[src/rtl/i2c_chunk_pkg.sv]
/* I2C sequencer shared definitions
   Memory map, access slots, opcodes, bit commands and the memory write bus */
package i2c_chunk_pkg;

	localparam int tick_scale = 4;  // Tick every 2**tick_scale clocks
	localparam int bit_ticks = 14;  // Ticks in one bit period
	localparam int addr_w = 12;
	localparam int data_w = 8;

	// Quarters of the 4K memory
	localparam logic [addr_w-1:0] prog_base = 12'h000;  // Host-written program
	localparam logic [addr_w-1:0] spare_base = 12'h400;  // Plain memory
	localparam logic [addr_w-1:0] result_base = 12'h800;  // Completed results
	localparam logic [addr_w-1:0] pending_base = 12'hc00;  // Results in progress

	// Write port slots, even slots belong to the host
	localparam logic [3:0] slot_result = 4'd3;
	localparam logic [3:0] slot_fetch = 4'd5;  // Program address on the bus
	localparam logic [3:0] slot_latch = 4'd7;  // Program byte captured

	// Opcode in bits 7:5 of a program byte, argument n in bits 4:0
	localparam logic [2:0] op_end = 3'd0;
	localparam logic [2:0] op_write = 3'd1;  // Start, then n bytes from the program
	localparam logic [2:0] op_read = 3'd2;  // n bytes in, last one NACKed
	localparam logic [2:0] op_stop = 3'd3;
	localparam logic [2:0] op_flip = 3'd4;  // Swap result halves
	localparam logic [2:0] op_config = 3'd5;  // hw_config gets n[3:0]

	// A stop with sda_bit high means no command, the engine parks
	typedef enum logic [1:0] {
		bc_start = 2'd0,
		bc_stop = 2'd1,
		bc_send = 2'd2,
		bc_recv = 2'd3
	} bit_cmd_t;

	typedef struct packed {
		logic [addr_w-1:0] addr;
		logic [data_w-1:0] data;
		logic stb;  // Write enable
	} xbus_t;

endpackage

[src/rtl/i2c_slot_timer.sv]
/* Access slot timer
   Free-running counter giving the bit tick and the memory slot number */
`timescale 1ns/100ps
module i2c_slot_timer import i2c_chunk_pkg::*; (
	input clk,
	input reset,
	output logic tick,  // One clock wide, every 16 clocks
	output logic [3:0] slot  // Current write port slot
);

logic [tick_scale-1:0] access;  // Wraps on its own

always_ff @(posedge clk) begin
	if (reset) begin
		access <= '0;
		tick <= 1'b0;
	end else begin
		access <= access + 1'b1;
		tick <= &access;  // Lands while access reads 0
	end
end

assign slot = access[3:0];

endmodule

[config.mk]
export PLATFORM = sky130hd
export DESIGN_NAME = i2c_slot_timer
export DESIGN_NICKNAME = d
export VERILOG_FILES = /design/src/rtl/i2c_chunk_pkg.sv /design/src/rtl/i2c_slot_timer.sv
export SDC_FILE = /design/constraint.sdc
export NUM_CORES = 1
export LEC_CHECK = 0
export CAP_MARGIN = 20
export CORE_AREA = 2 2 39 41
export DETAILED_ROUTE_END_ITERATION = 12
export DIE_AREA = 0 0 41 43
export DONT_BUFFER_PORTS = 1
export SETUP_SLACK_MARGIN = 0.02
export SLEW_MARGIN = 20
export SYNTH_ARGS = -nofsm -noshare
export SYNTH_HDL_FRONTEND = slang
export SYNTH_SLANG_ARGS = --single-unit
[constraint.sdc]
create_clock -name clk -period 0.9 [get_ports clk]
set_input_delay 0.18 -clock clk [delete_from_list [all_inputs] [get_ports clk]]
set_output_delay 0.18 -clock clk [all_outputs]
set_load 0.1 [all_outputs]
==> flow_summary_export.csv <==
group,metric,value,unit
outcome,run_status,"complete, but fails checks",
outcome,failed_checks,"setup timing",
drt,number_of_vias_after_detailed_routing,153,
cts,clock_tree_from_tritoncts,"built",
critical_path,critical_path.top_delay_family,"flip-flops",
final_layout,antenna_cells_inserted,0,
final_layout,syn2layout_area_growth,113.0,%
synthesis,synth_top_flop_cell,"sky130_fd_sc_hd__dfxtp_1",
sta,layout_min_cycle_time,0.9699,ns
drt,drt_wl_total,434,um
cts,clock_tree.htree_level_count,1,
synthesis,largest_area_contributor_in_the_netlist,"sky130_fd_sc_hd__dfxtp_1",
grt,grtUsageTotal,6.439,%
synthesis,net_count_after_synthesis,18,
critical_path,worst_path_max_delay_cell,"sky130_fd_sc_hd__dfxtp_4",
critical_path,critical_path.cell_chain,"buf_12",
sta,finalCritPeriodShare,107.8,%
critical_path,timing.rr.start,"slot[0]",
sta,final-hold-violation-count,0,
drt,remaining_routing_drc_violations,0,
grt,number_of_antenna_violations_at_the_first_check_in_global_routing,0,
floorplanning,floorplan.initialDensity,12.48,%
place,gp_congestion,0.4789,
floorplanning,die_width,41,um
floorplanning,die_area,1763,sq um
critical_path,startpoint_type,"register",
place,dp.cells,36,
floorplanning,std_cell_rows,14,
synthesis,yosys_warnings,0,
synthesis,yosysMostFrequentCell,"sky130_fd_sc_hd__dfxtp_1",
grt,grt_util_met3,5.236,%
grt,grt_pass1_wl,634,um
power_and_ir_drop,leakage,0.1466,nW
sta,f_max,1031,MHz
synthesis,yosys.cell_types.count,8,
synthesis,ys_async_sr_fraction,0,%
power_and_ir_drop,power_report.internal_total,0.4628,mW
synthesis,post_synth.cell_area_avg,11.51,sq um
sta,finalWorstSetupSlack,-0.06991,ns
final_layout,layout_cell_share_with_drive_strength_beyond_1,73.08,%
sta,hold_ws,0.1951,ns
power_and_ir_drop,p_sw,0.2113,mW
power_and_ir_drop,share_clk_of_total_power,38.7,%
drt,drtPass1Iterations,2,
floorplanning,die-height,43,um
power_and_ir_drop,powerDensity,1832,nW/um^2
synthesis,postSynthRegisterBits,5,
critical_path,critical_path_required,0.72,ns
worst_hold_path,min_path_type,"input pin to register",
worst_hold_path,hold_path_startpoint,"reset",
drt,via_per_inst,3.643,
drt,routed_length_per_placed_instance,10.33,um
synthesis,synth-edff-count,0,
grt,grt_util_met1,5.502,%
cts,clock_tree.root_cell,"sky130_fd_sc_hd__clkbuf_4",
cts,numCtsBuffers,3,
drt,drtAntennaViolNets,0,
sta,timing.final.max_slew_violations,0,
power_and_ir_drop,swShare,31.35,%
grt,grt_start_max_net_pins,5,
critical_path,timing.critical_path.fanout_max,4,
critical_path,timing.critical_path.slowest_cell_delay,0.37,ns
synthesis,ys_top_cells_by_count,"5 x sky130_fd_sc_hd__dfxtp_1, 3 x sky130_fd_sc_hd__nor2_1, 2 x sky130_fd_sc_hd__nor2b_1",
synthesis,synth-seq-area-share,57.97,%
drt,drt_first_iter_violations,3,
power_and_ir_drop,gate_power_share,24.2,%
critical_path,critPathKind,"register to output pin",
critical_path,crit_path_start,"slot[0]",
sta,worst-slew-pin-transition,0.1388,ns
power_and_ir_drop,seq_power_share,37.1,%
synthesis,synthesis.instances,15,
cts,clock_latency,0.24,ns
floorplanning,design.core.area,1384,sq um
sta,rsz0062_at_grt,"true",
sta,timing.setup.tns,-0.2736,ns
synthesis,post-synth-top-area-fraction,57.97,%
sta,final_setup_fails,5,
grt,gr-total-overflow,0,
floorplanning,top_level_ports,7,
sta,final.setup_skew,0.001807,ns
critical_path,critical_path_arrival,0.79,ns
cts,clk_transition_reported_paths,0.04,ns
power_and_ir_drop,total_power,0.6741,mW
cts,clock-sinks,5,
final_layout,finish.net_count,30,
cts,buffers_from_clock_root_to_sink_at_most,2,
sta,slew-limit-headroom,90.73,%
place,numPortBuffers,0,
synthesis,synth_area_leaders,"sky130_fd_sc_hd__dfxtp_1 58%, sky130_fd_sc_hd__mux2_4 8.7%, sky130_fd_sc_hd__ha_1 7.2%, sky130_fd_sc_hd__nor2b_1 7.2%, sky130_fd_sc_hd__nor2_1 6.5%",
power_and_ir_drop,worst_ir_drop_vdd,0.0006182,V
synthesis,synthesis.area,172.7,sq um
grt,number_of_global_route_vias_before_repair,152,
critical_path,crit_path_end_kind,"output pin",
grt,gr-usage-met2,7.813,%
final_layout,layout.cells.non_filler,42,
grt,grt_busiest_layer,"met4",
final_layout,n_fill_cell,150,
run,maxCapViolCount,0,
critical_path,critical_path_buf_inv_count,1,
metrics by stage:
stage	worst slack [ns]	instance area, sq um	utilization, %
2_1_floorplan	-0.1672	193.9	-
3_3_place_gp	0.05139	276.5	19.98
3_5_place_dp	0.02873	276.5	19.98
4_1_cts	-0.07927	352.8	25.50
5_1_grt	-0.09584	367.9	26.58
6_report	-0.06991	367.9	26.58
layout make-up:
cell class,count,area (sq um),share of cell area (%)
timing repair buffer,7,117.6,31.97
clock buffer,4,26.28,7.143
tap,16,20.02,5.442
multi-input combinational,10,87.58,23.81
sequential,5,116.4,31.63
logic make-up (layout without fill, tap and decap cells):
logic type,Yosys count,count (layout),synth area share [%]
buffers and inverters,0,11,0
DFF,5,5,57.97
muxes,1,1,8.693
adders and majority gates,1,1,7.245
xor gates and xnor gates,1,1,5.073
and+or+nand+nor,7,7,21.01
cell usage in the layout, fill, tap and decap left out, drive strengths merged:
| cell type | count |
|---|---|
| nor2 | 3 |
| xnor2 | 1 |
| nor2b | 2 |
| ha | 1 |
| mux2 | 1 |
| nand3 | 1 |
| and3 | 1 |
| clkbuf | 4 |
| dlygate4sd3 | 1 |
| dfxtp | 5 |
| buf | 6 |
routing by layer:
layer,vias to the layer above,share of wire (%),wire (um)
li1,72,-,-
met1,68,34,148
met2,9,49,212
met3,4,11,46
met4,0,6.2,27
met5,-,0,0
power groups by stage:
stage | Sequential, mW | Clock [mW] | Combinational [mW]
final | 0.250 | 0.261 | 0.163
after global placement | 0.246 | 0 | 0.119
after CTS | 0.251 | 0.269 | 0.155
after global routing | 0.252 | 0.288 | 0.169
after floorplan | 0.328 | 0 | 0.0159
after detailed placement | 0.249 | 0 | 0.122
what timing repair did:
item,in CTS,in global routing
hold buffers,1,0
pin swaps,0,0
resized for setup,10,1
endpoints found under the setup margin,6,8
buffers inserted,0,1
endpoints found under the hold margin,3,0
path summary, 6_finish.rpt:
kind	end	slack [ns]	cells after the start
worst max register to register	slot[1]	0.02	2
worst min-delay path	slot[3]	0.20	2
worst max-delay path	slot[0]	-0.07	1
worst min register to register	slot[0]	0.46	1
flip-flops by register name, indices dropped and copies added, names as in the netlist:
| register | cells |
|---|---|
| slot | 4 |
| tick | 1 |
Note: power is estimated with default switching activity, not from simulation.
