==> config.mk <==
export PLATFORM = sky130hd
export DESIGN_NAME = i2c_prog
export DESIGN_NICKNAME = d
export VERILOG_FILES = /design/src/rtl/i2c_chunk_pkg.sv /design/src/rtl/i2c_prog.sv
export SDC_FILE = /design/constraint.sdc
export NUM_CORES = 1
export LEC_CHECK = 0
export ABC_CLOCK_PERIOD_IN_PS = 4650
export CAP_MARGIN = 20
export CORE_MARGIN = 2
export CORE_UTILIZATION = 60
export DETAILED_ROUTE_END_ITERATION = 8
export DONT_BUFFER_PORTS = 1
export HOLD_SLACK_MARGIN = 0.03
export PLACE_DENSITY = 0.85
export SLEW_MARGIN = 20
export SYNTH_ARGS = -nofsm -noshare
export SYNTH_HDL_FRONTEND = slang
export SYNTH_SLANG_ARGS = --single-unit
==> constraint.sdc <==
create_clock -name clk -period 4.65 [get_ports clk]
set_input_delay 0.6975 -clock clk [delete_from_list [all_inputs] [get_ports clk]]
set_output_delay 0.6975 -clock clk [all_outputs]
set_load 0.005 [all_outputs]
==> src/rtl/i2c_chunk_pkg.sv <==
/* I2C sequencer shared definitions
   Memory map, access slots, opcodes, bit commands and the memory write bus */
package i2c_chunk_pkg;

	localparam int tick_scale = 4;  // Tick every 2**tick_scale clocks
	localparam int bit_ticks = 14;  // Ticks in one bit period
	localparam int addr_w = 12;
	localparam int data_w = 8;

	// Quarters of the 4K memory
	localparam logic [addr_w-1:0] prog_base = 12'h000;  // Host-written program
	localparam logic [addr_w-1:0] spare_base = 12'h400;  // Plain memory
	localparam logic [addr_w-1:0] result_base = 12'h800;  // Completed results
	localparam logic [addr_w-1:0] pending_base = 12'hc00;  // Results in progress

	// Write port slots, even slots belong to the host
	localparam logic [3:0] slot_result = 4'd3;
	localparam logic [3:0] slot_fetch = 4'd5;  // Program address on the bus
	localparam logic [3:0] slot_latch = 4'd7;  // Program byte captured

	// Opcode in bits 7:5 of a program byte, argument n in bits 4:0
	localparam logic [2:0] op_end = 3'd0;
	localparam logic [2:0] op_write = 3'd1;  // Start, then n bytes from the program
	localparam logic [2:0] op_read = 3'd2;  // n bytes in, last one NACKed
	localparam logic [2:0] op_stop = 3'd3;
	localparam logic [2:0] op_flip = 3'd4;  // Swap result halves
	localparam logic [2:0] op_config = 3'd5;  // hw_config gets n[3:0]

	// A stop with sda_bit high means no command, the engine parks
	typedef enum logic [1:0] {
		bc_start = 2'd0,
		bc_stop = 2'd1,
		bc_send = 2'd2,
		bc_recv = 2'd3
	} bit_cmd_t;

	typedef struct packed {
		logic [addr_w-1:0] addr;
		logic [data_w-1:0] data;
		logic stb;  // Write enable
	} xbus_t;

endpackage

==> src/rtl/i2c_prog.sv <==
/* I2C command sequencer
   Fetches program bytes from memory and steps the bit engine through them */
`timescale 1ns/100ps
module i2c_prog import i2c_chunk_pkg::*; (
	input clk,
	input reset,
	input run_cmd,
	input bit_adv,
	input sda_h,
	input [3:0] slot,
	input [7:0] p_data,
	output logic [9:0] p_addr,
	output bit_cmd_t bit_cmd,
	output logic sda_bit,
	output logic [7:0] result,
	output logic result_stb,
	output logic [9:0] result_addr,
	output logic buffer_flip,
	output logic run_stat,
	output logic [3:0] hw_config
);

typedef enum logic [2:0] {st_idle, st_fetch, st_decode, st_shift, st_end} state_t;

state_t state;
logic fetch_armed;  // Our address went out at slot_fetch
logic fetch_data;  // Next fetch is a write byte, not an opcode
logic cond_wait;  // Start or stop in flight
logic rd_mode;
logic [4:0] byte_cnt;  // Bytes left in the current op
logic [3:0] bit_cnt;  // 0..7 data, 8 ack
logic [7:0] shifter;

wire [2:0] op = p_data[7:5];
wire [4:0] arg = p_data[4:0];
wire last_byte = (byte_cnt == 5'd1);

always_ff @(posedge clk) begin
	if (reset) begin
		state <= st_idle;
		p_addr <= '0;
		bit_cmd <= bc_stop;
		sda_bit <= 1'b1;  // Parks the bit engine
		result_stb <= 1'b0;
		result_addr <= '0;
		buffer_flip <= 1'b0;
		run_stat <= 1'b0;
		hw_config <= '0;
		fetch_armed <= 1'b0;
		fetch_data <= 1'b0;
		cond_wait <= 1'b0;
		rd_mode <= 1'b0;
		byte_cnt <= '0;
		bit_cnt <= '0;
	end else begin
		result_stb <= 1'b0;
		buffer_flip <= 1'b0;
		if (result_stb) result_addr <= result_addr + 1'b1;  // Next result slot
		case (state)
			st_idle: if (run_cmd) begin
				run_stat <= 1'b1;
				p_addr <= '0;
				result_addr <= '0;
				fetch_data <= 1'b0;
				state <= st_fetch;
			end
			st_fetch: begin
				if (slot == slot_fetch) fetch_armed <= 1'b1;
				if (fetch_armed && slot == slot_latch) begin  // p_data valid next cycle
					fetch_armed <= 1'b0;
					p_addr <= p_addr + 1'b1;
					state <= st_decode;
				end
			end
			st_decode: begin
				if (fetch_data) begin
					shifter <= p_data;  // Byte to send, MSB first
					bit_cnt <= '0;
					bit_cmd <= bc_send;
					sda_bit <= p_data[7];
					state <= st_shift;
				end else if (cond_wait) begin
					if (bit_adv) begin
						cond_wait <= 1'b0;
						bit_cmd <= bc_stop;
						sda_bit <= 1'b1;
						fetch_data <= (byte_cnt != 5'd0);  // Write bytes follow a start
						state <= st_fetch;
					end
				end else begin
					case (op)
						op_end: state <= st_end;
						op_write: begin
							bit_cmd <= bc_start;
							sda_bit <= 1'b0;
							byte_cnt <= arg;
							rd_mode <= 1'b0;
							cond_wait <= 1'b1;
						end
						op_read: begin
							if (arg != 5'd0) begin
								byte_cnt <= arg;
								rd_mode <= 1'b1;
								bit_cnt <= '0;
								bit_cmd <= bc_recv;
								sda_bit <= 1'b1;
								state <= st_shift;
							end else begin
								state <= st_fetch;
							end
						end
						op_stop: begin
							bit_cmd <= bc_stop;
							sda_bit <= 1'b0;  // Real stop
							byte_cnt <= '0;
							cond_wait <= 1'b1;
						end
						op_flip: begin
							buffer_flip <= 1'b1;
							result_addr <= '0;
							state <= st_fetch;
						end
						op_config: begin
							hw_config <= arg[3:0];
							state <= st_fetch;
						end
						default: state <= st_fetch;  // Unused opcodes skip
					endcase
				end
			end
			st_shift: if (bit_adv) begin
				bit_cnt <= bit_cnt + 4'd1;
				if (bit_cnt < 4'd7) begin
					shifter <= {shifter[6:0], sda_h};
					bit_cmd <= rd_mode ? bc_recv : bc_send;
					sda_bit <= rd_mode ? 1'b1 : shifter[6];
				end else if (bit_cnt == 4'd7) begin
					if (rd_mode) begin
						result <= {shifter[6:0], sda_h};
						result_stb <= 1'b1;
						bit_cmd <= bc_send;
						sda_bit <= last_byte;  // NACK the final byte
					end else begin
						bit_cmd <= bc_recv;  // Slave ack
						sda_bit <= 1'b1;
					end
				end else begin
					bit_cnt <= '0;
					byte_cnt <= byte_cnt - 1'b1;
					if (rd_mode && !last_byte) begin
						bit_cmd <= bc_recv;
						sda_bit <= 1'b1;
					end else begin
						bit_cmd <= bc_stop;
						sda_bit <= 1'b1;
						fetch_data <= !rd_mode && !last_byte;
						state <= st_fetch;
					end
				end
			end
			st_end: begin
				run_stat <= 1'b0;
				state <= st_idle;
			end
			default: state <= st_idle;
		endcase
	end
end

endmodule

==> results of run 1 <==
## through the flow
stage | area (um2) | worst slack (ns) | util [%]
after floorplan | 2989 | 2.530 | -
after global placement | 2989 | 1.940 | 62.87
after detailed placement | 2989 | 1.865 | 62.87
after CTS | 3219 | 1.844 | 67.71
after global routing | 3219 | 1.479 | 67.71
final | 3219 | 1.813 | 67.71
## routing by layer
metal	global-route usage, %	share of wire, %	routed length (um)
met5	0	0	0
met4	12.10	2.7	161
met3	8.808	8.5	518
met2	33.53	45	2720
met1	31.79	44	2664
## registers in the layout (all words and copies together), names as in the netlist
name / flops
fetch_armed: 1
bit_cnt: 4
result: 8
p_addr: 10
sda_bit: 1
hw_config: 4
shifter: 7
rd_mode: 1
buffer_flip: 1
run_stat: 1
state: 3
cond_wait: 1
fetch_data: 1
result_stb: 1
result_addr: 10
byte_cnt: 5
bit_cmd: 2
## area by class of cell
cell class | instances | share of cell area [%]
multi-input cells | 237 | 46.60
flip-flops and latches | 61 | 42.60
clock buffers | 11 | 4.081
clock inverters | 5 | 3.070
well taps | 67 | 2.604
inverters | 9 | 1.049
## logic make-up after synthesis
logic type,Yosys count,share of synthesized area [%]
AO/OA/AOI/OAI,62,14.61
XOR/XNOR,21,6.153
adder cells (fa/ha/maj),6,2.511
buffers and inverters,29,3.935
flip-flops,61,45.88
multiplexers,8,2.721
AND/OR/NAND/NOR,140,24.19
## power groups by stage
stage / combinational, mW / sequential [mW] / clock [mW]
2_1_floorplan: 0.103 / 0.573 / 0
3_3_place_gp: 0.0995 / 0.585 / 0
3_5_place_dp: 0.102 / 0.586 / 0
4_1_cts: 0.103 / 0.575 / 0.561
5_1_grt: 0.116 / 0.578 / 0.577
6_report: 0.104 / 0.575 / 0.548
## worst max-delay path: stages (launching register included)
cell	delay [ns]
dfxtp_1	0.77
nand3b_1	0.54
nor2_1	0.41
and4b_1	0.26
nor2b_1	0.49
## cells in the final DEF, fill, tap and decap left out, drive strengths merged, types with 2 or more instances in the layout
master  count
clkinv      2
nor3       10
nor3b       2
a211oi      8
nand2b      3
bufinv      3
nand2      34
or4         3
edfxtp     15
and3        4
a21o        2
clkbuf     11
nand3      12
nor2b       4
nand3b      3
nand4       7
and3b       2
dfxtp      46
a21oi      15
xnor2       6
mux2i       7
a311oi      4
and2        3
ha          6
a221oi      4
inv         9
nor2       41
o21ai      11
a31oi       4
xor2       15
nor4b       4
## worst min path at each step
| stage | endpoint | slack [ns] |
|---|---|---|
| floorplan | result[1] | 0.43 |
| CTS | fetch_armed | 0.40 |
| finish | fetch_armed | 0.42 |
| global placement | result[4] | 0.43 |
| global route | hw_config[2] | 0.41 |
| detailed placement | result[1] | 0.44 |
==> impl_metrics.env, run 1 <==
export IMPL_rows=25
export IMPL_setup_violations=0
export IMPL_fp_coreArea_um2=4755
export IMPL_hold_viol_final=0
export IMPL_cts_root_buffer="clkbuf_8"
export IMPL_fmax_ghz=0.3525
export IMPL_die_x_um=74.58
export IMPL_clkLatencyLatePin_ns=0.34
export IMPL_p_leak_nw=1.172
export IMPL_clock_skew_ns=0.007102
export IMPL_wl_um=6066
export IMPL_syn_cell_area_um2=2989
export IMPL_whs_path_depth=1
export IMPL_critPathKind="flip-flop to flip-flop"
export IMPL_power_switching_uw=277.1
export IMPL_r2r_end="result[1]"
export IMPL_nFillCells=405
export IMPL_antenna_found_initial=0
export IMPL_place_inst=374
export IMPL_start_util_pct=62.87
export IMPL_cts_sinks=61
export IMPL_first_iter_violations=186
export IMPL_seq_power_share_pct=46.9
export IMPL_synth_common_cells="dfxtp_1, nor2_1, nand2_1"
export IMPL_final_cell_count_no_fill=390
export IMPL_swShare_pct=22.59
export IMPL_synth_edff_count=15
export IMPL_cts_tree="yes"
export IMPL_routedWlPerCell_um=15.55
export IMPL_clk_pin_slew_ns=0.07
export IMPL_period_minus_slack_ns=2.837
export IMPL_io_buffers=0
export IMPL_viasPerCell=6.226
export IMPL_htreeDepth=3
export IMPL_drc=0
export IMPL_cp_start_kind="flip-flop"
export IMPL_ys_flop_type="dfxtp_1"
export IMPL_cp_required_ns=4.63
export IMPL_yosysTopAreaCell="dfxtp_1"
export IMPL_r2r_slack_ns=1.81
export IMPL_clock_power_share_pct=44.7
export IMPL_hold_start="reset"
export IMPL_power_density_nw_per_um2=381.1
export IMPL_path_max_fanout=22
export IMPL_cts_inserted_buffers=9
export IMPL_outcome="finished, final reports clean"
export IMPL_cts_hold_buf=0
export IMPL_clk_path_buf_depth=2
export IMPL_holdWs_ns=0.4233
export IMPL_yosys_top_cells_area="dfxtp_1, edfxtp_1, nor2_1"
export IMPL_syn_inst=327
export IMPL_die_h_um=74.58
export IMPL_comb_power_share_pct=8.5
export IMPL_yosysMostFrequentCell="dfxtp_1"
export IMPL_cp_end_kind="flip-flop"
export IMPL_synth_yosys_seq_area_share_pct=45.88
export IMPL_cts_setup_buffers=0
export IMPL_grt_pass1_wl_um=9846
export IMPL_grt_pass1_vias=2092
export IMPL_first_pass_iters=4
export IMPL_synth_top_area_share_pct=30.81
export IMPL_synthArstFlopShare_pct=0
export IMPL_syn2layout_area_growth_pct=7.702
export IMPL_r2r_cells=4
export IMPL_ys_types=57
export IMPL_num_vias=2428
export IMPL_rsz0062_at_grt="false"
export IMPL_cp_arrival_ns=2.82
export IMPL_avgSynthCellArea_um2=9.141
export IMPL_ys_seq_elements=61
export IMPL_dpl_hpwl_um=4272
export IMPL_boundaryPins=55
export IMPL_total_power_mw=1.227
export IMPL_slew_violations=0
export IMPL_r2r_start="state[0]"
export IMPL_setup_tns_ns=0
export IMPL_hp_class="input pin to flip-flop"
export IMPL_endpoint="result[1]"
export IMPL_worst_pin_slew_ns=0.9706
export IMPL_crit_path_start="state[0]"
export IMPL_regArea_um2=1371
export IMPL_grt_overflow=0
export IMPL_ir_drop_mv=0.2216
export IMPL_ant_nets=0
export IMPL_nets=341
export IMPL_n_antenna_cell=0
export IMPL_period_share_pct=61.00
export IMPL_grt_max_degree=33
export IMPL_syn_nets=350
export IMPL_cts_resized=0
export IMPL_die_area_um2=5562
export IMPL_drive_gt1_share_pct=6.811
export IMPL_routabilityCongestion=0.9363
export IMPL_grt_total_usage_pct=23.72
export IMPL_relSlewSlack_pct=35.15
export IMPL_p_int_uw=949.8
export IMPL_multiInputGateArea_um2=1500
export IMPL_max_cap_viol_count=0
export IMPL_yosysWarnings=0
Note: power is estimated with default switching activity, not from simulation.
==> inputs of run 2 (changes only) <==
--- a/config.mk
+++ b/config.mk
@@ -5,14 +5,15 @@
 export SDC_FILE = /design/constraint.sdc
 export NUM_CORES = 1
 export LEC_CHECK = 0
-export ABC_CLOCK_PERIOD_IN_PS = 4650
+export ABC_AREA = 1
+export ABC_CLOCK_PERIOD_IN_PS = 2400
 export CAP_MARGIN = 20
 export CORE_MARGIN = 2
-export CORE_UTILIZATION = 60
+export CORE_UTILIZATION = 57
 export DETAILED_ROUTE_END_ITERATION = 8
 export DONT_BUFFER_PORTS = 1
 export HOLD_SLACK_MARGIN = 0.03
-export PLACE_DENSITY = 0.85
+export PLACE_DENSITY = 0.84
 export SLEW_MARGIN = 20
 export SYNTH_ARGS = -nofsm -noshare
 export SYNTH_HDL_FRONTEND = slang
==> constraint.sdc (replaced) <==
create_clock -name clk -period 2.4 [get_ports clk]
set_input_delay 0.36 -clock clk [delete_from_list [all_inputs] [get_ports clk]]
set_output_delay 0.36 -clock clk [all_outputs]
set_load 0.005 [all_outputs]
==> run 2 against run 1 <==
Utilization shrank 2.3 points. Synthesized area grew 4.2%. Register-to-register slack lost 1.5 ns. Power grew to 2.8 times the previous value. Die area grew 9.1%.
==> impl_metrics.env, run 2 <==
export IMPL_outcome="finished, final reports clean"
export IMPL_hold_start="reset"
export IMPL_syn2layout_area_growth_pct=9.281
export IMPL_ir_drop_mv=0.4784
export IMPL_grt_pass1_wl_um=11560
export IMPL_use_met2_pct=38.19
export IMPL_syn_inst=428
export IMPL_clk_path_buf_depth=2
export IMPL_grt_max_degree=22
export IMPL_cts_tree="yes"
export IMPL_first_pass_iters=4
export IMPL_nets=458
export IMPL_boundaryPins=55
export IMPL_dpl_cell_area_um2=3188
export IMPL_relSlewSlack_pct=34.17
export IMPL_final_cell_mix="nand2_1, nor2_1, dfxtp_1"
export IMPL_first_iter_violations=190
export IMPL_die_area_um2=6071
export IMPL_viasPerCell=5.396
export IMPL_setup_violations=0
export IMPL_grt_overflow=0
export IMPL_ys_seq_elements=61
export IMPL_yosysWarnings=0
export IMPL_hold_viol_final=0
export IMPL_cts_inserted_buffers=9
export IMPL_cts_resized=0
export IMPL_syn_nets=451
export IMPL_min_to="p_addr[9]"
export IMPL_ys_types=32
export IMPL_slew_violations=0
export IMPL_nFillCells=456
export IMPL_layout_commonest_cell="nand2_1"
export IMPL_n_antenna_cell=0
export IMPL_num_vias=2752
export IMPL_die_h_um=77.92
export IMPL_r2r_slack_ns=0.28
export IMPL_ys_flop_type="dfxtp_1"
export IMPL_synth_edff_count=15
export IMPL_fmax_ghz=0.4717
export IMPL_cts_sinks=61
export IMPL_cts_hold_buf=0
export IMPL_power_density_nw_per_um2=1025
export IMPL_routabilityCongestion=0.9411
export IMPL_io_buffers=0
export IMPL_final_cell_count_no_fill=510
export IMPL_synthArstFlopShare_pct=0
export IMPL_cp_end_kind="flip-flop"
export IMPL_yosys_top_cells_area="dfxtp_1, edfxtp_1, nand2_1"
export IMPL_cp_start_kind="flip-flop"
export IMPL_cp_arrival_ns=2.08
export IMPL_avgSynthCellArea_um2=7.276
export IMPL_whs_path_depth=1
export IMPL_rsz0062_at_grt="false"
export IMPL_grt_total_usage_pct=23.99
export IMPL_max_cap_viol_count=0
export IMPL_hp_class="input pin to flip-flop"
export IMPL_clkLatencyLatePin_ns=0.33
export IMPL_fp_coreArea_um2=5205
export IMPL_drive_gt1_share_pct=8.182
export IMPL_r2r_start="state[2]"
export IMPL_post_place_ws_ns=0.2963
export IMPL_p_leak_nw=1.434
export IMPL_synth_common_cells="nand2_1, nor2_1, dfxtp_1"
export IMPL_r2r_end="shifter[3]"
export IMPL_r2r_cells=6
export IMPL_wl_um=6766
export IMPL_busiest_layer="met2"
export IMPL_htreeDepth=3
export IMPL_synth_yosys_seq_area_share_pct=44.03
export IMPL_die_x_um=77.92
export IMPL_clock_skew_ns=0.006318
export IMPL_start_util_pct=59.83
export IMPL_cp_required_ns=2.36
export IMPL_grt_use_met3_pct=6.047
export IMPL_grtUsageMet1_pct=30.27
export IMPL_rows=26
export IMPL_worst_pin_slew_ns=0.9815
export IMPL_clk_pin_slew_ns=0.06
export IMPL_drc=0
export IMPL_synth_top_area_share_pct=29.57
export IMPL_routedWlPerCell_um=13.27
export IMPL_cts_root_buffer="clkbuf_8"
export IMPL_syn_cell_area_um2=3114
export IMPL_setup_tns_ns=0
export IMPL_period_minus_slack_ns=2.120
export IMPL_setup_slack_ns=0.2800
export IMPL_yosysMostFrequentCell="nand2_1"
export IMPL_total_power_mw=3.487
export IMPL_design_area_um2=3403
export IMPL_grt_pass1_vias=2642
export IMPL_holdWs_ns=0.08947
export IMPL_dpl_hpwl_um=5082
export IMPL_antenna_found_initial=0
export IMPL_yosysTopAreaCell="dfxtp_1"
export IMPL_top_regs="p_addr (10), result_addr (10), result (8)"
export IMPL_crit_path_start="state[2]"
export IMPL_fin_util_pct=65.38
export IMPL_ant_nets=0
export IMPL_critPathKind="flip-flop to flip-flop"
export IMPL_period_share_pct=88.34
export IMPL_cts_setup_buffers=0
export IMPL_path_max_fanout=8
export IMPL_place_inst=494
-- run 2: layout make-up --
cell class / count / area (um2) / share of cell area, %
Sequential cell: 61 / 1371 / 40.29
Timing Repair Buffer: 3 / 22.52 / 0.6618
Clock inverter: 5 / 73.82 / 2.169
Multi-Input combinational cell: 313 / 1530 / 44.96
Tap cell: 70 / 87.58 / 2.574
Clock buffer: 11 / 141.4 / 4.154
Inverter: 47 / 176.4 / 5.184
-- run 2: kinds of logic (layout without fill, tap and decap cells) --
kind of cell | count (synthesis) | after routing | share of synthesized area, %
xor+xnor | 7 | 7 | 1.969
simple gates | 243 | 243 | 34.19
fa+ha+maj | 6 | 6 | 2.411
mux | 1 | 1 | 0.3214
compound gates | 56 | 56 | 10.24
buf+inv | 54 | 66 | 6.830
flops | 61 | 61 | 44.03
-- run 2: power breakdown --
part           internal, mW  total [mW]  switching [mW]  leakage [nW]
clock                 0.606       0.984           0.378         0.111
combinational         0.359        1.15           0.793         0.814
sequential             1.21        1.35           0.138         0.509
-- run 2: per-layer routing --
metal	vias up	routed length, um
met1	1234	2931
met4	0	74
li1	1407	-
met3	9	533
met5	-	0
met2	102	3227
-- run 2: worst max path at each step --
stage / end / slack [ns] / cells past startpoint
after floorplan: shifter[0] / 0.56 / 6
after global placement: shifter[1] / 0.40 / 6
after detailed placement: shifter[1] / 0.30 / 6
after CTS: shifter[0] / 0.27 / 6
after global routing: shifter[4] / 0.11 / 6
final: shifter[3] / 0.28 / 6
-- run 2: worst max-delay path: stages, from the launching register on --
cell	delay, ns
dfxtp_1	0.49
inv_2	0.12
nand2_2	0.12
nor2_4	0.07
nand2_4	0.10
nand2_1	0.06
a211oi_1	0.77
