**src/rtl/i2c_chunk_pkg.sv**
```systemverilog
/* I2C sequencer shared definitions
   Memory map, access slots, opcodes, bit commands and the memory write bus */
package i2c_chunk_pkg;

	localparam int tick_scale = 4;  // Tick every 2**tick_scale clocks
	localparam int bit_ticks = 14;  // Ticks in one bit period
	localparam int addr_w = 12;
	localparam int data_w = 8;

	// Quarters of the 4K memory
	localparam logic [addr_w-1:0] prog_base = 12'h000;  // Host-written program
	localparam logic [addr_w-1:0] spare_base = 12'h400;  // Plain memory
	localparam logic [addr_w-1:0] result_base = 12'h800;  // Completed results
	localparam logic [addr_w-1:0] pending_base = 12'hc00;  // Results in progress

	// Write port slots, even slots belong to the host
	localparam logic [3:0] slot_result = 4'd3;
	localparam logic [3:0] slot_fetch = 4'd5;  // Program address on the bus
	localparam logic [3:0] slot_latch = 4'd7;  // Program byte captured

	// Opcode in bits 7:5 of a program byte, argument n in bits 4:0
	localparam logic [2:0] op_end = 3'd0;
	localparam logic [2:0] op_write = 3'd1;  // Start, then n bytes from the program
	localparam logic [2:0] op_read = 3'd2;  // n bytes in, last one NACKed
	localparam logic [2:0] op_stop = 3'd3;
	localparam logic [2:0] op_flip = 3'd4;  // Swap result halves
	localparam logic [2:0] op_config = 3'd5;  // hw_config gets n[3:0]

	// A stop with sda_bit high means no command, the engine parks
	typedef enum logic [1:0] {
		bc_start = 2'd0,
		bc_stop = 2'd1,
		bc_send = 2'd2,
		bc_recv = 2'd3
	} bit_cmd_t;

	typedef struct packed {
		logic [addr_w-1:0] addr;
		logic [data_w-1:0] data;
		logic stb;  // Write enable
	} xbus_t;

endpackage

```
**src/rtl/i2c_bit.sv**
```systemverilog
/* I2C bit engine
   Plays one start, stop or data bit as SCL/SDA over 14 ticks */
`timescale 1ns/100ps
module i2c_bit import i2c_chunk_pkg::*; (
	input clk,
	input reset,
	input tick,
	input bit_cmd_t bit_cmd,
	input sda_bit,  // Level for a send bit
	output logic bit_adv,  // End of bit period
	output logic scl,
	output logic sda_drive,  // Low pulls SDA down
	output logic sda_h,  // SDA sampled during SCL high
	input sda_sense
);

localparam logic [3:0] last_phase = 4'(bit_ticks - 1);

logic [3:0] phase;  // Tick count within the bit
logic busy;  // Bus held between start and stop

// No command pending, wait at phase 0
wire hold = (bit_cmd == bc_stop) && sda_bit;
wire parked = hold && (phase == 4'd0);
wire step = tick && !parked;

always_ff @(posedge clk) begin
	if (reset) begin
		phase <= 4'd0;
		bit_adv <= 1'b0;
		scl <= 1'b1;  // Released bus
		sda_drive <= 1'b1;
		sda_h <= 1'b1;
		busy <= 1'b0;
	end else begin
		bit_adv <= 1'b0;
		if (step) begin
			phase <= (phase == last_phase) ? 4'd0 : phase + 4'd1;
			bit_adv <= (phase == last_phase);
			case (bit_cmd)
				bc_start: begin
					// Works from a free bus or as a repeated start
					if (phase == 4'd0) sda_drive <= 1'b1;
					if (phase == 4'd3) scl <= 1'b1;
					if (phase == 4'd7) begin
						sda_drive <= 1'b0;  // SDA falls, SCL high
						busy <= 1'b1;
					end
					if (phase == 4'd11) scl <= 1'b0;
				end
				bc_stop: begin
					if (phase == 4'd0 && busy) sda_drive <= 1'b0;  // SCL still low here
					if (phase == 4'd3) scl <= 1'b1;
					if (phase == 4'd7) begin
						sda_drive <= 1'b1;  // SDA rises, SCL high
						busy <= 1'b0;
					end
				end
				default: begin
					// Send and receive share one waveform
					if (phase == 4'd1) sda_drive <= (bit_cmd == bc_send) ? sda_bit : 1'b1;
					if (phase == 4'd4) scl <= 1'b1;
					if (phase == 4'd7) sda_h <= sda_sense;  // Middle of SCL high
					if (phase == 4'd11) scl <= 1'b0;
				end
			endcase
		end
	end
end

endmodule

```
**config.mk**
```make
export PLATFORM = sky130hd
export DESIGN_NAME = i2c_bit
export DESIGN_NICKNAME = d
export VERILOG_FILES = /design/src/rtl/i2c_chunk_pkg.sv /design/src/rtl/i2c_bit.sv
export SDC_FILE = /design/constraint.sdc
export NUM_CORES = 1
export LEC_CHECK = 0
export ABC_AREA = 1
export BUFFER_PORTS_ARGS = -buffer_cell sky130_fd_sc_hd__buf_2
export CAP_MARGIN = 20
export CELL_PAD_IN_SITES_DETAIL_PLACEMENT = 0
export CELL_PAD_IN_SITES_GLOBAL_PLACEMENT = 1
export CORE_MARGIN = 3
export CORE_UTILIZATION = 38
export DETAILED_ROUTE_END_ITERATION = 8
export PLACE_DENSITY = 0.86
export SLEW_MARGIN = 20
export SYNTH_ARGS = -nofsm -noshare
export SYNTH_HDL_FRONTEND = slang
export SYNTH_SLANG_ARGS = --single-unit
export TNS_END_PERCENT = 100
```
**constraint.sdc**
```tcl
create_clock -name clk -period 2.03 [get_ports clk]
set_input_delay 0.203 -clock clk [delete_from_list [all_inputs] [get_ports clk]]
set_output_delay 0.203 -clock clk [all_outputs]
set_load 0.01 [all_outputs]
```
==> metrics.md, run 1 <==
| Metric | Value |
|---|---|
| Category of the most critical setup path | `flop to flop` |
| Number of iterations in the first detailed-routing pass | `3` |
| Commonest cells after routing, fill and taps aside | `nand2_1 (22), nand3_1 (12), inv_1 (11), nor2_1 (10), buf_2 (10)` |
| Layout overhead on the synthesized area | `14.22%` |
| Max FO, Critical Path | `9` |
| Via density | `4.975` |
| HPWL after detailed placement | `996.8 um` |
| CP delay by family, top | `simple AND/OR/NAND/NOR gates` |
| Top cells by area in the synthesized netlist | `dfxtp_1 (32%), nand2_1 (14%), nand3_1 (11%), inv_1 (7.2%), nor2_1 (6.6%)` |
| Site row count | `13` |
| Number of antenna violations at the first check in global routing | `0` |
| Total nets after synthesis | `98` |
| Most common library cell in the layout ignoring fill and taps | `nand2_1` |
| Setup clock skew after layout | `approximately 0.0048 ns` |
| Max-Cap Viols | `0` |
| Power density of the placed cells | `between 600 and 700 nW/um2` |
| Vertical die dimension | `44.79 um` |
| Number of buffers added by the clock tree synthesis step | `3` |
| Part of the Yosys area used for sequential elements | `a little under a third` |
| Cell at the root of the clock tree | `clkbuf_4` |
| Synthesized area per cell | `6.283 um2` |
| Total power after layout | `0.4210 mW` |
| Total Wirelength | `1.301 mm` |
| Number of vias in the routed layout | `592` |
| Endpoint kind of the worst setup timing path | `flop` |
| Number of slew-limit violations in the final report | `0` |
| Period utilization | `between 60% and 70%` |
| Warnings, synthesis | `0` |
| Number of hold buffers added after CTS | `0` |
| Cell total after placement | `115` |
| Number of placed I/O pins | `11` |
| Cell Chain, Critical Path | `nor2_2 -> nand2_2 -> o21ai_2 -> nor2_1 -> nand3_1 -> nand3_1` |
| Leakage | `0.3181 nW` |
| Width of the die | `44.79 um` |
| Count of input and output buffers | `10` |
| Crit-path slowest cell | `dfxtp_1` |
| Max-slew headroom at the worst pin | `79.92%` |
| Average wire length per cell after detail routing | `around 11 um` |
| RSZ-0062 raised after global routing | `false` |
| Drc violations | `0` |
| Wire length of the first global-routing pass | `around 2.2 mm` |
| Arrival @ worst endpoint | `around 1.4 ns` |
| CTS sink cnt | `9` |
| Finished Layout Cells | `119` |
| Clock-pin slew of the registers on the worst-case setup and hold paths | `0.07 ns` |
| H-Tree Depth | `1` |
| Final min period | `1.255 ns` |
| Number of register bits inferred by synthesis | `9` |
| Mapped cell area | `571.8 um2` |
| Full die area | `2006 um2` |
| CTS tree | `built` |
| Buffering stage count on the worst path with inverters included | `0` |
| Maximum number of pins on one net before global-route repair | `10` |
| Final critical-path setup slack | `0.7748 ns` |
| Stage delay of the slowest cell on the critical path | `0.39 ns` |
| Number of fill cells in the layout | `142` |
| Worst Hold Class | `primary input to flop` |
| Max Fclk | `796.7 MHz` |
| Number of instances resized during post-cts repair | `0` |
| Setup Total Neg Slack | `0 ns` |
| Netlist cell types | `18` |
| Number of nets with antenna violations after detailed routing | `0` |
| Library cell with the largest summed area after synthesis | `dfxtp_1` |
| Transition time at the pin with the least slew margin | `0.3009 ns` |
| Setup fix buffers added after clock tree synthesis | `0` |
| Post-layout nets | `112` |
| Final GP Congestion | `approximately 0.77` |
| Most frequent CP cell | `nand3_1` |
| Place WS | `0.7824 ns` |
| Result of the run | `finished, final reports clean` |
| Overflow after GRT | `0` |
| Via count of the first global-routing pass | `535` |
| Initial standard-cell utilization of the core | `42.35%` |
| Clock buffer depth | `2` |
| Setup crit start kind | `flop` |
| Gate count of the mapped netlist | `between 90 and 100` |
| Starting DRC count in detailed routing | `15` |
| Standard cell core area | `1350 um2` |
| Crit path required time | `2.18 ns` |
| Antenna fix cells | `0` |
| Clock latency at the later pin of the worst-skew pair | `0.26 ns` |
| Worst supply voltage drop on vdd | `approximately 0.32 mV` |
| Number of endpoints failing setup at the final stage | `0` |
| Gr usage total | `roughly 15%` |
| Final Hold Vio Count | `0` |
| Share of Yosys cell area claimed by the top area cell type | `31.51%` |
| Share of layout cells above drive strength 1 | `22.12%` |
-- routing by layer --
| layer | share of wire [%] | vias up | global-route usage [%] |
|---|---|---|---|
| li1 | - | 323 | - |
| met1 | 51 | 258 | 18.55 |
| met2 | 44 | 9 | 22.64 |
| met3 | 4.3 | 2 | 4.382 |
| met4 | 0.85 | 0 | 7.018 |
| met5 | 0 | - | 0 |
-- synthesized netlist by cell type --
cell / instances
nand3_1: 12
o21ai_1: 3
nand2_2: 2
nor2_1: 10
nand2_1: 22
nor3_1: 1
nor2_2: 3
o21ai_2: 1
nand3_2: 1
inv_2: 2
o21ai_0: 3
dfxtp_1: 9
nand3b_1: 1
clkbuf_8: 1
inv_1: 11
a21oi_1: 4
nor2_4: 1
nand4_1: 4
-- report_power, final --
part,internal (mW),switching (mW)
Sequential,0.185,0.00786
Combinational,0.0296,0.0526
Clock,0.0759,0.0702
Total,0.290,0.131
-- final timing paths --
kind                          start  slack, ns  depth (start not counted)                endpoint
min                           reset       0.14                          2   phase[2]$_SDFFE_PP0N_
max reg2reg   phase[3]$_SDFFE_PP0N_       0.77                          6      sda_h$_SDFFE_PP1P_
max           phase[3]$_SDFFE_PP0N_       0.77                          6      sda_h$_SDFFE_PP1P_
min reg2reg  sda_drive$_SDFFE_PP1P_       0.46                          2  sda_drive$_SDFFE_PP1P_
-- cell type report --
cell class                      count  area [um2]  share of cell area, %
Tap cell                           15       18.77                  2.874
Timing Repair Buffer               10       50.05                  7.663
Inverter                           13       48.80                  7.471
Multi-Input combinational cell     68       329.1                  50.38
Clock buffer                        4       26.28                  4.023
Sequential cell                     9       180.2                  27.59
-- logic make-up (layout without fill, tap and decap cells) --
family / after synthesis / in the layout / share of synthesized area, %
buffers and inverters: 14 / 27 / 10.94
AND/OR/NAND/NOR: 57 / 57 / 47.26
AO/OA/AOI/OAI: 11 / 11 / 10.28
flip-flops: 9 / 9 / 31.51
-- metrics by stage --
stage / hold slack [ns] / util [%] / area [um2]
after CTS: 0.1426 / 48.38 / 653.1
after floorplan: 0.2721 / - / 571.8
final: 0.1433 / 48.38 / 653.1
after global routing: 0.1694 / 48.38 / 653.1
after detailed placement: 0.4176 / 46.43 / 626.9
after global placement: 0.4166 / 46.43 / 626.9
-- sequential cells by signal, indices dropped and copies added (netlist names) --
register and flops:
sda_h 1, bit_adv 1, busy 1, phase 4
sda_drive 1, scl 1
-- worst register-to-register path, stage by stage (launching register included) --
cell and delay [ns]:
dfxtp_1 0.39, nor2_2 0.18, nand2_2 0.10, o21ai_2 0.24
nor2_1 0.10, nand3_1 0.07, nand3_1 0.07
Power figures use the tool's default switching activity.
==> run 2: changes to the inputs <==
--- a/config.mk
+++ b/config.mk
@@ -5,7 +5,7 @@
 export SDC_FILE = /design/constraint.sdc
 export NUM_CORES = 1
 export LEC_CHECK = 0
-export ABC_AREA = 1
+export ABC_AREA = 0
 export BUFFER_PORTS_ARGS = -buffer_cell sky130_fd_sc_hd__buf_2
 export CAP_MARGIN = 20
 export CELL_PAD_IN_SITES_DETAIL_PLACEMENT = 0
@@ -13,7 +13,7 @@
 export CORE_MARGIN = 3
 export CORE_UTILIZATION = 38
 export DETAILED_ROUTE_END_ITERATION = 8
-export PLACE_DENSITY = 0.86
+export PLACE_DENSITY = 0.81
 export SLEW_MARGIN = 20
 export SYNTH_ARGS = -nofsm -noshare
 export SYNTH_HDL_FRONTEND = slang
==> constraint.sdc (replaced) <==
create_clock -name clk -period 1.2 [get_ports clk]
set_input_delay 0.12 -clock clk [delete_from_list [all_inputs] [get_ports clk]]
set_output_delay 0.12 -clock clk [all_outputs]
set_load 0.01 [all_outputs]
==> run 2 against run 1 <==
Net effect:
- the run now ends with setup timing left
- cell count decreased by 15%
- setup slack worse by 1.1 ns
- power rose by 74%
- die area down 2.7%
- combinational power up 110%
- hold slack lost 0.063 ns
- largest cell class unchanged
- fmax fell by 15%
- synthesized cell count is 31% lower
- clock power rose by 62%
- utilization increased by 11 points
- first-iteration DRC count fell by 47%
==> metrics.md, run 2 <==
| Metric | Value |
|---|---|
| Via density | `5.584 (+12%)` |
| Count of input and output buffers | `10 (unchanged)` |
| Part of the Yosys area used for sequential elements | `32.51% (+1.0 points)` |
| Final GP Congestion | `0.7632 (-0.59%)` |
| Final core utilization | `59.10% (+11 points)` |
| Largest register by flop count | `phase` |
| HPWL after detailed placement | `990.5 um (-0.63%)` |
| Overflow after GRT | `0 (unchanged)` |
| Commonest cells after routing, fill and taps aside | `buf_4 (12), buf_2 (10), nor2_1 (7), dfxtp_1 (5), buf_6 (4)` |
| Max FO, Critical Path | `4 (-5)` |
| Final critical-path setup slack | `-0.2770 ns (-1.052 ns)` |
| Most frequent cell after synthesis | `dfxtp_1` |
| Initial standard-cell utilization of the core | `41.56% (-0.80 points)` |
| Number of iterations in the first detailed-routing pass | `4 (+1)` |
| Post-route worst hold slack | `0.08066 ns (-0.06261 ns)` |
| Antenna fix cells | `0 (unchanged)` |
| Total power after layout | `0.7307 mW (+74%)` |
| Most common library cell in the layout ignoring fill and taps | `buf_4` |
| Number of hold buffers added after CTS | `0 (unchanged)` |
| Clock-pin slew of the registers on the worst-case setup and hold paths | `0.06 ns (about the same)` |
| Vertical die dimension | `44.19 um (-1.3%)` |
| Full die area | `1953 um2 (-2.7%)` |
| Netlist cell types | `34 (+16)` |
| Library cell with the largest summed area after synthesis | `dfxtp_1` |
| Power density of the placed cells | `927.0 nW/um2 (+44%)` |
| Max Fclk | `677.1 MHz (-15%)` |
| Proportion of synthesized flip-flops having asynchronous set or reset | `0% (unchanged)` |
| Number of slew-limit violations in the final report | `0 (unchanged)` |
| RSZ-0062 raised after global routing | `true` |
| Leakage | `0.3145 nW (-1.1%)` |
| Number of register bits inferred by synthesis | `9 (unchanged)` |
| Post-route cell area | `788.3 um2 (+21%)` |
| Setup clock skew after layout | `0.003046 ns (-0.001735 ns)` |
| Cell total after placement | `96 (-17%)` |
| CTS sink cnt | `9 (unchanged)` |
| Starting DRC count in detailed routing | `8 (-7)` |
| Period utilization | `123.1% (+61 points)` |
| Warnings, synthesis | `0 (unchanged)` |
| Number of placed I/O pins | `11 (unchanged)` |
| Number of buffers added by the clock tree synthesis step | `3 (unchanged)` |
| Clock latency at the later pin of the worst-skew pair | `0.26 ns (about the same)` |
| Maximum number of pins on one net before global-route repair | `12 (+2)` |
| Crit path required time | `1.33 ns (-0.85 ns)` |
| Setup Total Neg Slack | `-0.7507 ns (-0.7507 ns)` |
| Gate count of the mapped netlist | `63 (-31%)` |
| Final Hold Vio Count | `0 (unchanged)` |
| Clock buffer depth | `2 (unchanged)` |
| CTS tree | `built` |
| Synthesized area per cell | `8.798 um2 (+40%)` |
| Setup crit start kind | `flop` |
| Failing checks | `setup timing` |
| Final min period | `1.477 ns (+0.2217 ns)` |
| Number of antenna violations at the first check in global routing | `0 (unchanged)` |
| Most common flop cell mapped by yosys | `dfxtp_1` |
| Finished Layout Cells | `101 (-15%)` |
| Cell at the root of the clock tree | `clkbuf_4` |
| Worst Hold Class | `primary input to flop` |
| Endpoint kind of the worst setup timing path | `flop` |
| Placed standard-cell area | `711.9 um2 (+14%)` |
| Width of the die | `44.19 um (-1.3%)` |
| Place WS | `-0.2573 ns (-1.040 ns)` |
| Layout overhead on the synthesized area | `42.21%` |
| Share of Yosys cell area claimed by the top area cell type | `32.51% (+1.0 points)` |
| Standard cell core area | `1334 um2 (-1.2%)` |
| Number of endpoints failing setup at the final stage | `3 (+3)` |
| Result of the run | `finished with violations` |
| Number of flops mapped to enable cells by yosys | `0 (unchanged)` |
| Most used standard cells in the synthesized netlist | `dfxtp_1 (9), nor2_1 (7)` |
| Total nets after synthesis | `70 (-29%)` |
| Drc violations | `0 (unchanged)` |
| Max-Cap Viols | `0 (unchanged)` |
| Number of nets with antenna violations after detailed routing | `0 (unchanged)` |
| Arrival @ worst endpoint | `1.61 ns (+0.20 ns)` |
| Gr usage total | `15.98% (+1.3 points)` |
| Site row count | `13 (unchanged)` |
| Number of flip-flops in the largest register | `4 (unchanged)` |
| Worst supply voltage drop on vdd | `0.5243 mV (+64%)` |
| Total Wirelength | `1.387 mm (+6.6%)` |
| Max-slew headroom at the worst pin | `73.87% (-6.0 points)` |
| H-Tree Depth | `1 (unchanged)` |
| Share of layout cells above drive strength 1 | `51.16% (+29 points)` |
| Top cells by area in the synthesized netlist | `dfxtp_1 (33%), nor2_1 (4.7%), and4b_2 (4.1%), nor4b_1 (3.2%), xnor2_1 (3.2%)` |
| Transition time at the pin with the least slew margin | `0.3905 ns (+0.08969 ns)` |
| Via count of the first global-routing pass | `495 (-7.5%)` |
| Category of the most critical setup path | `flop to flop` |
| Number of vias in the routed layout | `564 (-4.7%)` |
| Wire length of the first global-routing pass | `2.318 mm (+7.4%)` |
| Mapped cell area | `554.3 um2 (-3.1%)` |
| Average wire length per cell after detail routing | `13.73 um (+26%)` |
| Post-layout nets | `94 (-16%)` |
[run 2: cell families (layout without fill, tap and decap cells)]
| kind of cell | Yosys count | in the layout | share of synthesized area (%) |
|---|---|---|---|
| and+or+nand+nor | 29 | 29 | 32.73 |
| AOI/OAI and AO/OA | 13 | 13 | 19.19 |
| DFF | 9 | 9 | 32.51 |
| buffers and inverters | 8 | 31 | 9.026 |
| xor gates and xnor gates | 3 | 3 | 4.741 |
| muxes | 1 | 1 | 1.806 |
[run 2: timing repair]
| action | in CTS | in global routing |
|---|---|---|
| buffers inserted | 1 | 0 |
| endpoints found under the setup margin | 5 | 8 |
| pin swaps | 4 | 5 |
| resized for setup | 6 | 6 |
[run 2: routing by layer]
metal  up-vias  wire length, um  GRT usage (%)
met5         -                0              0
met1       267              673          24.75
met4         0               15          7.229
li1        281                -              -
met3         2               56          2.439
met2        14              642          21.22
[run 2: final cells by class]
class                      instances  area (um2)
fill                             136       545.5
multi-input combinational         46       364.1
sequential                         9       190.2
timing repair buffer              26       185.2
clock buffer                       4       26.28
tap                               15       18.77
inverter                           1       3.754
[run 2: path summary, 6_finish.rpt]
check | endpoint | startpoint | slack (ns) | cells after the start
worst max-delay path | sda_drive$_SDFFE_PP1P_ | phase[2]$_SDFFE_PP0N_ | -0.28 | 4
worst min-delay path | sda_h$_SDFFE_PP1P_ | sda_sense | 0.08 | 3
worst max register to register | sda_drive$_SDFFE_PP1P_ | phase[2]$_SDFFE_PP0N_ | -0.28 | 4
worst min register to register | sda_h$_SDFFE_PP1P_ | sda_h$_SDFFE_PP1P_ | 0.49 | 2
[run 2: power by group]
part | leakage [nW] | internal (mW) | switching (mW)
clock network | 0.0150 | 0.128 | 0.109
logic | 0.224 | 0.0885 | 0.0818
registers | 0.0755 | 0.310 | 0.0133
[run 2: worst max-delay path, stage by stage, from the launching register on]
cell      delay (ns)
dfxtp_2         0.33
or3b_4          0.40
o41ai_4         0.34
or4_1           0.20
o211ai_2        0.08
==> run 3: changes to the inputs <==
--- a/config.mk
+++ b/config.mk
@@ -11,9 +11,11 @@
 export CELL_PAD_IN_SITES_DETAIL_PLACEMENT = 0
 export CELL_PAD_IN_SITES_GLOBAL_PLACEMENT = 1
 export CORE_MARGIN = 3
-export CORE_UTILIZATION = 38
+export CORE_UTILIZATION = 34
+export CTS_CLUSTER_DIAMETER = 60
 export DETAILED_ROUTE_END_ITERATION = 8
-export PLACE_DENSITY = 0.81
+export GPL_TIMING_DRIVEN = 0
+export PLACE_DENSITY = 0.77
 export SLEW_MARGIN = 20
 export SYNTH_ARGS = -nofsm -noshare
 export SYNTH_HDL_FRONTEND = slang
==> constraint.sdc (replaced) <==
create_clock -name clk -period 1.3 [get_ports clk]
set_input_delay 0.13 -clock clk [delete_from_list [all_inputs] [get_ports clk]]
set_output_delay 0.13 -clock clk [all_outputs]
set_load 0.01 [all_outputs]
==> run 3 against run 2 <==
Net effect:
- the run still ends with setup timing left
- register-to-register slack improved by 0.08 ns
- clock power is 7% lower
- cell count down 7.9%
- largest cell class unchanged
- routed wire length decreased by 8.0%
- utilization down 7.9 points
- sequential share of layout area grew 2.1 points
- flip-flop and latch count stayed put
- die area increased by 10%
- critical path depth increased by 1
- power shrank 10%
==> metrics.md, run 3 (synthesis results as in run 2) <==
| Metric | Value |
|---|---|
| RSZ-0062 raised after global routing | `true` |
| Leakage | `0.2777 nW (-12%)` |
| Gr usage total | `13.94% (-2.0 points)` |
| Sequential Area | `190.2 um2 (unchanged)` |
| Number of endpoints failing setup at the final stage | `3 (unchanged)` |
| Number of antenna violations at the first check in global routing | `0 (unchanged)` |
| Number of flip-flops in the largest register | `4 (unchanged)` |
| Clock-pin slew of the registers on the worst-case setup and hold paths | `0.06 ns (about the same)` |
| Met2 GRT Util | `20.60% (-0.62 points)` |
| Max-Cap Viols | `0 (unchanged)` |
| Placed standard-cell area | `633.1 um2 (-11%)` |
| Number of nets with antenna violations after detailed routing | `0 (unchanged)` |
| Layout overhead on the synthesized area | `30.70%` |
| Post-route cell area | `724.4 um2 (-8.1%)` |
| Stage delay of the slowest cell on the critical path | `0.40 ns (about the same)` |
| Cell at the root of the clock tree | `clkbuf_4` |
| Cell total after placement | `85 (-11%)` |
| Category of the most critical setup path | `flop to flop` |
| Commonest cells after routing, fill and taps aside | `buf_2 (8), buf_4 (6), nor2_1 (6), dfxtp_1 (5)` |
| Worst setup slack for register-to-register paths | `-0.20 ns (+0.08 ns)` |
| Width of the die | `46.38 um (+4.9%)` |
| Largest register by flop count | `phase` |
| Endpoint kind of the worst setup timing path | `flop` |
| Final GP Congestion | `0.7061 (-7.5%)` |
| Share of layout cells above drive strength 1 | `43.59% (-7.6 points)` |
| Final core utilization | `51.19% (-7.9 points)` |
| Gr busiest metal | `met2` |
| Capturing element of the worst setup path | `phase[0]$_SDFFE_PP0N_` |
| Final critical-path setup slack | `-0.2009 ns (+0.07606 ns)` |
| Initial standard-cell utilization of the core | `39.17% (-2.4 points)` |
| Number of vias in the routed layout | `520 (-7.8%)` |
| Setup crit start kind | `flop` |
| Maximum number of pins on one net before global-route repair | `11 (-1)` |
| Number of slew-limit violations in the final report | `0 (unchanged)` |
| Arrival @ worst endpoint | `1.67 ns (+0.06 ns)` |
| CTS sink cnt | `9 (unchanged)` |
| HPWL after detailed placement | `832.7 um (-16%)` |
| Post-route worst hold slack | `0.08694 ns (+0.006282 ns)` |
| Setup clock skew after layout | `0.008246 ns (+0.005200 ns)` |
| Period utilization | `115.5% (-7.6 points)` |
| Via density | `5.591 (+0.13%)` |
| Total Wirelength | `1.276 mm (-8.0%)` |
| Number of placed I/O pins | `11 (unchanged)` |
| Crit path required time | `1.46 ns (+0.13 ns)` |
| Site row count | `13 (unchanged)` |
| Worst Hold Class | `primary input to flop` |
| Transition time at the pin with the least slew margin | `0.3405 ns (-0.05005 ns)` |
| Power density of the placed cells | `903.4 nW/um2 (-2.5%)` |
| Failing checks | `setup timing` |
| Result of the run | `finished with violations` |
| Count of input and output buffers | `7 (-3)` |
| Final Hold Vio Count | `0 (unchanged)` |
| Wire length of the first global-routing pass | `2.076 mm (-10%)` |
| Starting DRC count in detailed routing | `1 (-7)` |
| Worst supply voltage drop on vdd | `0.4837 mV (-7.7%)` |
| Overflow after GRT | `0 (unchanged)` |
| GR Util met1 | `17.82% (-6.9 points)` |
| Clock buffer depth | `2 (unchanged)` |
| Number of buffers added by the clock tree synthesis step | `3 (unchanged)` |
| Total area of multi-input combinational cells | `361.6 um2 (-0.69%)` |
| Average wire length per cell after detail routing | `13.72 um (about the same)` |
| Vertical die dimension | `46.38 um (+4.9%)` |
| Final min period | `1.501 ns (+0.02395 ns)` |
| Clock latency at the later pin of the worst-skew pair | `0.27 ns (about the same)` |
| FF-to-FF path depth | `5 (+1)` |
| Total power after layout | `0.6544 mW (-10%)` |
| Crit Reg-Reg Endpoint | `phase[0]$_SDFFE_PP0N_` |
| CTS tree | `built` |
| Finished Layout Cells | `93 (-7.9%)` |
| Via count of the first global-routing pass | `446 (-9.9%)` |
| Reg-to-Reg Start | `phase[2]$_SDFFE_PP0N_` |
| Drc violations | `0 (unchanged)` |
| Beginning of the critical path | `phase[2]$_SDFFE_PP0N_` |
| Max FO, Critical Path | `4 (unchanged)` |
| Cell Chain, Critical Path | `or3b_4 -> o41ai_4 -> buf_4 -> xor2_1 -> nor2_1` |
| Number of fill cells in the layout | `136 (unchanged)` |
| Crit-path slowest cell | `or3b_4` |
| H-Tree Depth | `1 (unchanged)` |
| Antenna fix cells | `0 (unchanged)` |
| GR Util met3 | `4.688% (+2.2 points)` |
| Most common library cell in the layout ignoring fill and taps | `buf_2` |
| Max Fclk | `666.3 MHz (-1.6%)` |
| Standard cell core area | `1415 um2 (+6.1%)` |
| Number of iterations in the first detailed-routing pass | `2 (-2)` |
| Full die area | `2151 um2 (+10%)` |
| Max-slew headroom at the worst pin | `77.00% (+3.1 points)` |
| Post-layout nets | `86 (-8.5%)` |
## run 3: timing repair
item / CTS / global route
endpoints found under the setup margin: 4 / 5
pin swaps: 1 / 1
setup buffers: 3 / 1
hold buffers: 0 / 0
gates resized for setup: 6 / 4
## run 3: power breakdown
part | switching (mW) | internal [mW]
Clock | 0.102 | 0.118
Combinational | 0.0671 | 0.0651
Sequential | 0.0159 | 0.286
## run 3: stage by stage
stage	worst slack, ns	TNS [ns]
after global routing	-0.2628	-0.8077
final	-0.2009	-0.5166
after detailed placement	-0.1682	-0.3883
after CTS	-0.1798	-0.4522
after floorplan	-0.07282	-0.1350
after global placement	-0.1699	-0.3781
## run 3: worst min-delay path by stage
stage,from,cells after the start,end
after floorplan,bit_cmd[0],1,busy$_SDFFE_PP0P_
after global placement,sda_sense,3,sda_h$_SDFFE_PP1P_
after detailed placement,sda_sense,3,sda_h$_SDFFE_PP1P_
after CTS,sda_sense,3,sda_h$_SDFFE_PP1P_
after global routing,reset,2,phase[0]$_SDFFE_PP0N_
final,sda_sense,3,sda_h$_SDFFE_PP1P_
## run 3: layout make-up
class	instances	share of cell area [%]
plain buffers	7	8.117
clock buffers	4	3.627
inverters	1	0.5181
multi-input cells	46	49.91
flip-flops and latches	9	26.25
well taps	15	2.591
repair buffers	11	8.981
## run 3: layer usage
layer  vias to the layer above  part of all wire, %
li1                        266                    -
met1                       241                   48
met2                         9                   46
met3                         4                  4.6
met4                         0                  1.8
met5                         -                    0
## run 3: critical path: cells and delay by family (launching register included)
family                    cells  cell delay (ns)
AOI/OAI and AO/OA             1             0.30
DFF                           1             0.33
xor gates and xnor gates      1             0.14
and+or+nand+nor               2             0.45
buffers and inverters         1             0.18
